--- src/source/rs_mem_pkg.sv ---
// memory reservation station definitions
package rs_mem_pkg;

    localparam int unsigned xlen         = 32;
    localparam int unsigned prf_len      = 6;
    localparam int unsigned rob_len      = 5;
    localparam int unsigned rs_mem_size  = 8;
    localparam int unsigned rs_mem_len   = 3;
    localparam int unsigned max_inflight = 4;
    localparam int unsigned inflight_len = 3;

    typedef enum logic [2:0] {
        lb  = 3'd0,
        lh  = 3'd1,
        lw  = 3'd2,
        lbu = 3'd3,
        lhu = 3'd4,
        sb  = 3'd5,
        sh  = 3'd6,
        sw  = 3'd7
    } mem_func_e;

    // one operand word, read as a value once ready, as a source tag before
    typedef union packed {
        logic [xlen-1:0] value;
        struct packed {
            logic [xlen-prf_len-1:0] pad;
            logic [prf_len-1:0]      preg;
        } tag;
    } operand_u;

    typedef struct packed {
        logic               valid;
        mem_func_e          func;
        logic               opa_ready;
        operand_u           opa;        // base address
        logic               opb_ready;
        operand_u           opb;        // store data
        logic [xlen-1:0]    offset;     // already sign extended
        logic [prf_len-1:0] dest_preg;
        logic [rob_len-1:0] rob_idx;
    } dispatch_t;

    typedef struct packed {
        logic               valid;
        logic [prf_len-1:0] dest_preg;
        logic [xlen-1:0]    value;
    } cdb_t;

    typedef struct packed {
        mem_func_e          func;
        logic               opa_ready;
        operand_u           opa;
        logic               opb_ready;
        operand_u           opb;
        logic [xlen-1:0]    offset;
        logic [prf_len-1:0] dest_preg;
        logic [rob_len-1:0] rob_idx;
    } rs_mem_entry_t;

    typedef struct packed {
        logic               valid;
        logic [xlen-1:0]    base;
        logic [xlen-1:0]    store_data;
        logic [xlen-1:0]    offset;
        mem_func_e          func;
        logic [prf_len-1:0] dest_preg;
        logic [rob_len-1:0] rob_idx;
    } issue_t;

    typedef struct packed {
        logic               valid;
        logic [xlen-1:0]    addr;
        logic [xlen-1:0]    store_data;
        mem_func_e          func;
        logic               is_store;
        logic               misaligned;
        logic [prf_len-1:0] dest_preg;
        logic [rob_len-1:0] rob_idx;
    } mem_req_t;

endpackage
--- src/source/rs_mem_top.sv ---
// memory reservation station top
`timescale 1ns/1ps

module rs_mem_top
    import rs_mem_pkg::*;
(
    input  logic                    clock,
    input  logic                    rst_n,
    input  dispatch_t               dispatch,
    input  cdb_t                    cdb,
    input  logic                    flush,
    input  logic                    mem_done,
    input  logic                    cfg_write,
    input  logic [inflight_len-1:0] cfg_limit,
    output mem_req_t                mem_req,
    output logic                    full
);

    issue_t issue;          // station to address unit
    logic   issue_allow;

    rs_mem_station u_station (
        .clock       (clock),
        .rst_n       (rst_n),
        .dispatch    (dispatch),
        .cdb         (cdb),
        .flush       (flush),
        .issue_allow (issue_allow),
        .issue       (issue),
        .full        (full)
    );

    // throttles issue against outstanding memory ops
    rs_mem_ctrl u_ctrl (
        .clock       (clock),
        .rst_n       (rst_n),
        .cfg_write   (cfg_write),
        .cfg_limit   (cfg_limit),
        .issue_fire  (issue.valid),
        .req_fire    (mem_req.valid),
        .mem_done    (mem_done),
        .flush       (flush),
        .issue_allow (issue_allow)
    );

    mem_agu u_agu (
        .clock   (clock),
        .rst_n   (rst_n),
        .issue   (issue),
        .flush   (flush),
        .mem_req (mem_req)
    );

endmodule

--- src/source/rs_mem_ctrl.sv ---
// in-flight limit control
`timescale 1ns/1ps

module rs_mem_ctrl
    import rs_mem_pkg::*;
(
    input  logic                    clock,
    input  logic                    rst_n,
    input  logic                    cfg_write,
    input  logic [inflight_len-1:0] cfg_limit,
    input  logic                    issue_fire,
    input  logic                    req_fire,
    input  logic                    mem_done,
    input  logic                    flush,
    output logic                    issue_allow
);

    logic [inflight_len-1:0] limit;
    logic [inflight_len-1:0] count;
    logic [inflight_len:0]   pending;
    logic                    count_up;
    logic                    count_drop;

    // op in the issue register is counted one edge late, add it here
    assign pending     = {1'b0, count} + {{inflight_len{1'b0}}, issue_fire};
    assign issue_allow = pending < {1'b0, limit};

    // an op flushed out of the issue register is simply never counted
    assign count_up   = issue_fire & ~flush;
    assign count_drop = req_fire & flush;

    always_ff @(posedge clock or negedge rst_n) begin
        if (!rst_n) begin
            limit <= inflight_len'(max_inflight);
            count <= '0;
        end else begin
            if (cfg_write) begin
                limit <= (cfg_limit > max_inflight) ? inflight_len'(max_inflight) : cfg_limit;
            end
            count <= count + {{(inflight_len-1){1'b0}}, count_up}
                           - {{(inflight_len-1){1'b0}}, mem_done}
                           - {{(inflight_len-1){1'b0}}, count_drop};
        end
    end

    assert property (@(posedge clock) disable iff (!rst_n) count <= max_inflight)
        else $error("in-flight count %0d above max", count);

    assert property (@(posedge clock) disable iff (!rst_n) mem_done |-> count != '0)
        else $error("completion with nothing in flight");

endmodule

--- src/source/mem_agu.sv ---
// memory address generation
`timescale 1ns/1ps

module mem_agu
    import rs_mem_pkg::*;
(
    input  logic     clock,
    input  logic     rst_n,
    input  issue_t   issue,
    input  logic     flush,
    output mem_req_t mem_req
);

    logic [xlen-1:0] addr;
    logic            misaligned;
    logic            is_store;
    logic            req_valid_q;
    mem_req_t        req_next;
    mem_req_t        req_q;

    assign addr     = issue.base + issue.offset;   // offset arrives sign extended
    assign is_store = issue.func inside {sb, sh, sw};

    always_comb begin
        case (issue.func)
            lh, lhu, sh: misaligned = addr[0];
            lw, sw:      misaligned = |addr[1:0];
            default:     misaligned = 1'b0;      // byte access is always aligned
        endcase
    end

    always_comb begin
        req_next.valid      = 1'b1;
        req_next.addr       = addr;
        req_next.store_data = issue.store_data;
        req_next.func       = issue.func;
        req_next.is_store   = is_store;
        req_next.misaligned = misaligned;
        req_next.dest_preg  = issue.dest_preg;
        req_next.rob_idx    = issue.rob_idx;
    end

    ////////////////////////////////////////////////////////////////////////////
    // request register
    ////////////////////////////////////////////////////////////////////////////

    always_ff @(posedge clock or negedge rst_n) begin
        if (!rst_n) begin
            req_valid_q <= 1'b0;
        end else begin
            req_valid_q <= issue.valid & ~flush;   // flush drops the op in flight
        end
    end

    always_ff @(posedge clock) begin
        if (issue.valid) begin
            req_q <= req_next;
        end
    end

    always_comb begin
        mem_req       = req_q;
        mem_req.valid = req_valid_q;
    end

endmodule

--- src/source/rs_mem_station.sv ---
// memory reservation station
`timescale 1ns/1ps

module rs_mem_station
    import rs_mem_pkg::*;
(
    input  logic      clock,
    input  logic      rst_n,
    input  dispatch_t dispatch,
    input  cdb_t      cdb,
    input  logic      flush,
    input  logic      issue_allow,
    output issue_t    issue,
    output logic      full
);

    rs_mem_entry_t          entries [rs_mem_size];
    rs_mem_entry_t          disp_entry;
    logic [rs_mem_size-1:0] busy;
    logic [rs_mem_size-1:0] ready;
    logic [rs_mem_len:0]    count;
    logic [rs_mem_len-1:0]  free_idx;
    logic [rs_mem_len-1:0]  pick_idx;
    logic                   free_any;
    logic                   pick_any;
    logic                   disp_fire;
    logic                   issue_fire;
    issue_t                 issue_next;
    issue_t                 issue_q;
    logic                   issue_valid_q;

    // a waiting operand matches when its tag is on the bus
    function automatic logic cdb_hit(input operand_u op, input cdb_t bus);
        return bus.valid && (op.tag.preg == bus.dest_preg);
    endfunction

    ////////////////////////////////////////////////////////////////////////////
    // slot selection
    ////////////////////////////////////////////////////////////////////////////

    always_comb begin
        for (int i = 0; i < rs_mem_size; i++) begin
            ready[i] = entries[i].opa_ready & entries[i].opb_ready;
        end
    end

    rs_mem_select u_select (
        .busy     (busy),
        .ready    (ready),
        .free_idx (free_idx),
        .free_any (free_any),
        .pick_idx (pick_idx),
        .pick_any (pick_any)
    );

    assign disp_fire  = dispatch.valid & free_any;
    assign issue_fire = pick_any & issue_allow & ~flush;
    assign full       = count[rs_mem_len];     // only reachable at rs_mem_size

    ////////////////////////////////////////////////////////////////////////////
    // dispatch and wakeup
    ////////////////////////////////////////////////////////////////////////////

    // dispatch catches a result broadcast in the same cycle
    always_comb begin
        disp_entry.func      = dispatch.func;
        disp_entry.opa_ready = dispatch.opa_ready;
        disp_entry.opa       = dispatch.opa;
        disp_entry.opb_ready = dispatch.opb_ready;
        disp_entry.opb       = dispatch.opb;
        disp_entry.offset    = dispatch.offset;
        disp_entry.dest_preg = dispatch.dest_preg;
        disp_entry.rob_idx   = dispatch.rob_idx;
        if (!dispatch.opa_ready && cdb_hit(dispatch.opa, cdb)) begin
            disp_entry.opa_ready = 1'b1;
            disp_entry.opa.value = cdb.value;
        end
        if (!dispatch.opb_ready && cdb_hit(dispatch.opb, cdb)) begin
            disp_entry.opb_ready = 1'b1;
            disp_entry.opb.value = cdb.value;
        end
    end

    always_ff @(posedge clock) begin
        for (int i = 0; i < rs_mem_size; i++) begin
            if (busy[i] && !entries[i].opa_ready && cdb_hit(entries[i].opa, cdb)) begin
                entries[i].opa_ready <= 1'b1;
                entries[i].opa.value <= cdb.value;
            end
            if (busy[i] && !entries[i].opb_ready && cdb_hit(entries[i].opb, cdb)) begin
                entries[i].opb_ready <= 1'b1;
                entries[i].opb.value <= cdb.value;
            end
        end
        if (disp_fire) begin
            entries[free_idx] <= disp_entry;    // free slot, no wakeup conflict
        end
    end

    always_ff @(posedge clock or negedge rst_n) begin
        if (!rst_n) begin
            busy          <= '0;
            count         <= '0;
            issue_valid_q <= 1'b0;
        end else if (flush) begin
            busy          <= '0;
            count         <= '0;
            issue_valid_q <= 1'b0;
        end else begin
            if (disp_fire) begin
                busy[free_idx] <= 1'b1;
            end
            if (issue_fire) begin
                busy[pick_idx] <= 1'b0;
            end
            count <= count + {{rs_mem_len{1'b0}}, disp_fire}
                           - {{rs_mem_len{1'b0}}, issue_fire};
            issue_valid_q <= issue_fire;
        end
    end

    ////////////////////////////////////////////////////////////////////////////
    // issue register
    ////////////////////////////////////////////////////////////////////////////

    always_comb begin
        issue_next.valid      = 1'b1;
        issue_next.base       = entries[pick_idx].opa.value;
        issue_next.store_data = entries[pick_idx].opb.value;
        issue_next.offset     = entries[pick_idx].offset;
        issue_next.func       = entries[pick_idx].func;
        issue_next.dest_preg  = entries[pick_idx].dest_preg;
        issue_next.rob_idx    = entries[pick_idx].rob_idx;
    end

    always_ff @(posedge clock) begin
        if (issue_fire) begin
            issue_q <= issue_next;
        end
    end

    always_comb begin
        issue       = issue_q;
        issue.valid = issue_valid_q;  // valid comes from the reset flop
    end

    // upstream must hold off while every slot is taken
    assert property (@(posedge clock) disable iff (!rst_n) dispatch.valid |-> !full)
        else $error("dispatch while station full");

    assert property (@(posedge clock) disable iff (!rst_n) count <= rs_mem_size)
        else $error("station count %0d above size", count);

endmodule

--- src/source/rs_mem_select.sv ---
// station slot priority encoders
`timescale 1ns/1ps

module rs_mem_select
    import rs_mem_pkg::*;
(
    input  logic [rs_mem_size-1:0] busy,
    input  logic [rs_mem_size-1:0] ready,
    output logic [rs_mem_len-1:0]  free_idx,
    output logic                   free_any,
    output logic [rs_mem_len-1:0]  pick_idx,
    output logic                   pick_any
);

    // lowest set bit wins
    function automatic logic [rs_mem_len-1:0] first_set(input logic [rs_mem_size-1:0] req);
        logic [rs_mem_len-1:0] idx;
        idx = '0;
        for (int i = rs_mem_size - 1; i >= 0; i--) begin
            if (req[i]) idx = rs_mem_len'(i);
        end
        return idx;
    endfunction

    always_comb begin
        logic [rs_mem_size-1:0] pick_vec;
        pick_vec = ready & busy;             // stale ready bits in free slots ignored
        free_idx = first_set(~busy);
        free_any = ~&busy;
        pick_idx = first_set(pick_vec);
        pick_any = |pick_vec;
        // the oldest-index candidate, and it really holds an op
        if (pick_any) begin
            assert (busy[pick_idx] && ((pick_vec & ((8'(1) << pick_idx) - 8'(1))) == '0))
                else $error("select picked slot %0d wrongly", pick_idx);
        end
    end

endmodule

--- config.mk ---
export PLATFORM = sky130hd
export DESIGN_NAME = rs_mem_top
export DESIGN_NICKNAME = d
export VERILOG_FILES = /design/src/source/rs_mem_pkg.sv /design/src/source/rs_mem_top.sv /design/src/source/rs_mem_ctrl.sv /design/src/source/mem_agu.sv /design/src/source/rs_mem_station.sv /design/src/source/rs_mem_select.sv
export SDC_FILE = /design/constraint.sdc
export NUM_CORES = 2
export LEC_CHECK = 0
export BUFFER_PORTS_ARGS = -buffer_cell sky130_fd_sc_hd__clkbuf_2
export CORE_MARGIN = 2
export CORE_UTILIZATION = 30
export CTS_CLUSTER_SIZE = 25
export DETAILED_ROUTE_END_ITERATION = 8
export MAX_ROUTING_LAYER = met4
export PLACE_DENSITY_LB_ADDON = 0.25
export SYNTH_ARGS = -nofsm -noshare
export SYNTH_HDL_FRONTEND = slang
export SYNTH_SLANG_ARGS = --single-unit
--- constraint.sdc ---
create_clock -name clock -period 24.6 [get_ports clock]
set_clock_uncertainty 0.05 [all_clocks]
set_input_delay 1.23 -clock clock [delete_from_list [all_inputs] [get_ports clock]]
set_output_delay 1.23 -clock clock [all_outputs]
set_load 0.01 [all_outputs]
==> summary.txt <==
Timing
  • Post-route minimum period: 4680 ps
  • Setup TNS: 0 ps
  • RSZ-0062 raised after global routing: false
  • Tcrit/Tclk final: 19.0%
  • Worst hold slack: 365 ps
  • Setup violators final: 0
  • Slew margin rel.: 17.6%
  • Slew Limit Fails: 0
  • FMAX: 214 MHz
  • Hold Fails Final Rpt: 0
  • Worst-Margin Slew: 1230 ps

Worst setup path
  • Critical Path Start Type: register
  • Reg2reg end: u_station.issue[93]
  • Setup crit end kind: register
  • Critical path startpoint: u_station.busy[3]
  • CP max stage cell: buf_12
  • CP Max Fanout: 128
  • WS Path Type: reg -> reg
  • Reg-to-reg slack, setup: 19920 ps
  • Crit-path leading delay family: buffers and inverters
  • Critical path's largest stage delay: 830 ps
  • Most frequent CP cell: buf_12
  • Crit path arrival time: 5090 ps
  • Critical path, cell by cell: nand3_1 > a21boi_1 > o21ai_4 > buf_12 > buf_12 > buf_12 > mux2i_1 > o22a_1 > o221ai_1
  • Worst path required time: 25010 ps
  • Number of buffer and inverter stages on the critical path: 3
  • Reg2Reg Depth: 9
  • Worst r2r src: u_station.busy[3]

Cells and area
  • Final net count: 3512
  • FF/Latch Area: 33100 sq um
  • Post-layout util: 34.9%
  • Commonest non-fill, non-tap cell in the layout: edfxtp_1
  • Final instance area: 58400 sq um
  • Multi-input logic area: 16400 sq um
  • Layout cells sized above 1: 25.3%
  • # fillers: 16000
  • Commonest cells after routing, fill and taps aside: edfxtp_1 (1085), mux2i_1 (441), mux2_2 (318)
  • Synth-to-Final Area Change: 15.7%
  • Fin cells: 5631

Synth
  • Top_reg_cell synth: edfxtp_1
  • FF+latch count, synth: 1106
  • Seq/Total Area, Yosys: 65.6%
  • Post-synth top area share: 64.5%
  • Synth area leaders: edfxtp_1 (65%), mux2i_1 (8.7%), mux2_2 (7.1%)
  • Synth area leader: edfxtp_1
  • Total of warnings raised by yosys: 0
  • Post-synth ARST share: 1.81%
  • EDFF count, synth: 1085
  • Syn avg cell area: 16.3 sq um
  • Cells after Synth: 3094
  • Number of distinct library cells after synthesis: 65
  • Post-Syn Area: 50500 sq um
  • Synthesized Nets: 3299

Global routing
  • First-pass GRT wire length: 215000 um
  • Tot GR Track Use: 17.8%
  • Grt total ovfl: 0
  • Initial antenna violation count: 35
  • Largest net degree at the start of global routing: 129
  • Number of global-route vias before repair: 29100

CTS
  • Post-CTS Resized: 0
  • Clock root buffer: clkbuf_16
  • Clk Latency, worst-skew pair: 780 ps
  • # H-tree levels: 4
  • Hold_buf cts: 0
  • TritonCTS buffer count: 132
  • Worst-path clk slew: 60 ps
  • Clock sinks: 1106
  • CTS tree: yes
  • Post-CTS Repair Setup Buffers: 0
  • Max clock buf depth: 3

Pwr
  • NetSw: 1.06 mW
  • Power Density: 76.5 nW/um^2
  • VDD IR-drop max: 0.0741 mV
  • Leak: 18.4 nW
  • Internal power: 3.41 mW
  • Power share of the clock group: 43.6%
  • Sw Share: 23.6%
  • Combinational fraction of design power: 7.7%
  • Reg power frac: 48.6%

Hold path
  • WHS Path Cells: 0
  • Hold Crit Start: u_station.issue[76]
  • Hold path endpoint: u_agu.mem_req[46]
  • Min-Delay Path Class: reg -> reg

Flow run
  • Max Cap Viol: 0

Floorplan
  • Chip Height: 414 um
  • Die Wd: 414 um
  • Starting Density: 30.2%
  • I/O pins: 242
  • Full die area: 172000 sq um
  • Row count: 150
  • CORE AREA: 167000 sq um

Drt
  • Final wirelength: 150000 um
  • Via Count: 28300
  • Avg Vias per Cell: 5.02
  • Iteration-0 DRC count of the detailed router: 2087
  • DRC: 0
  • Drt wl/cell: 26.6 um
  • Final ANT Viol Nets: 0
  • Router iterations before antenna repair: 5

Place
  • Dpl cell area: 54100 sq um
  • Gp weighted congestion: 0.859
  • Post-Place Cells: 5377
  • DP HPWL: 87000 um
  • PortBufs: 241

Status
  • Status: completed
## synth_stat cells (all sizes together), types with 3 or more instances
| cell type | number |
|---|---|
| a2111oi | 4 |
| a211oi | 6 |
| a21boi | 5 |
| a21o | 13 |
| a21oi | 45 |
| a221oi | 4 |
| a311oi | 6 |
| a31oi | 5 |
| and2 | 3 |
| and3 | 3 |
| buf | 130 |
| clkbuf | 92 |
| dfrtp | 19 |
| edfxtp | 1085 |
| fa | 3 |
| ha | 42 |
| inv | 40 |
| mux2 | 512 |
| mux2i | 441 |
| nand2 | 58 |
| nand2b | 12 |
| nand3 | 22 |
| nand4 | 22 |
| nor2 | 44 |
| nor2b | 8 |
| nor3 | 13 |
| nor4 | 20 |
| o2111ai | 3 |
| o21a | 7 |
| o21ai | 31 |
| o21bai | 7 |
| o221ai | 110 |
| o22a | 110 |
| o22ai | 7 |
| o31a | 4 |
| xnor2 | 80 |
| xor2 | 62 |
## routing by layer
metal	GRT usage, %	vias to the layer above	wire length, um
met4	4.40	0	3290
li1	-	12700	-
met1	22.8	14600	66100
met5	-	-	0
met3	3.35	228	7730
met2	29.0	738	72900
## per-stage QoR
stage	total power [mW]	worst slack, ps
after floorplan	2.43	13890
after global placement	2.56	19580
after detailed placement	2.57	19530
after CTS	4.53	19930
after global routing	4.63	19640
final	4.47	19920
## cells by family (layout without fill, tap and decap cells)
group	count (synthesis)	count (layout)	synth area share (%)
buffers and inverters	262	583	2.74
adder cells (fa/ha/maj)	45	45	1.16
multiplexers	953	953	20.2
flip-flops	1106	1106	65.6
AND/OR/NAND/NOR	212	212	2.08
other	0	12	0
AO/OA/AOI/OAI	374	374	5.85
XOR/XNOR	142	142	2.46
## flip-flops by register name (all words and copies together) (netlist names)
| register | cells |
|---|---|
| u_station.entries | 896 |
| u_station.issue | 110 |
| u_agu.mem_req | 80 |
| u_station.busy | 8 |
| u_station.count | 4 |
| u_ctrl.count | 3 |
| u_ctrl.limit | 3 |
| u_agu.req_valid_q | 1 |
| u_station.issue_valid_q | 1 |
## layout make-up
class | count | share of cell area, %
diodes | 12 | 0.0514
clock buffers | 173 | 6.06
inverters | 40 | 0.257
multi-input cells | 1726 | 28.0
well taps | 2204 | 4.72
flip-flops and latches | 1106 | 56.7
repair buffers | 301 | 2.92
clock inverters | 69 | 1.29
## power groups by stage
stage / clock network [mW] / logic [mW] / registers, mW
after global placement: 0 / 0.348 / 2.21
after CTS: 2.00 / 0.354 / 2.17
after detailed placement: 0 / 0.352 / 2.21
after global routing: 2.07 / 0.381 / 2.18
after floorplan: 0 / 0.214 / 2.21
final: 1.95 / 0.346 / 2.17
## worst max-delay path by stage
stage,cells past startpoint,endpoint,slack [ps]
2_1_floorplan,12,u_station.count[1],13890
3_3_place_gp,9,u_station.entries[0][93],19580
3_5_place_dp,9,u_station.entries[0][93],19530
4_1_cts,9,u_station.issue[65],19930
5_1_grt,9,u_station.issue[93],19640
6_report,9,u_station.issue[93],19920
Note: power is estimated with default switching activity, not from simulation.
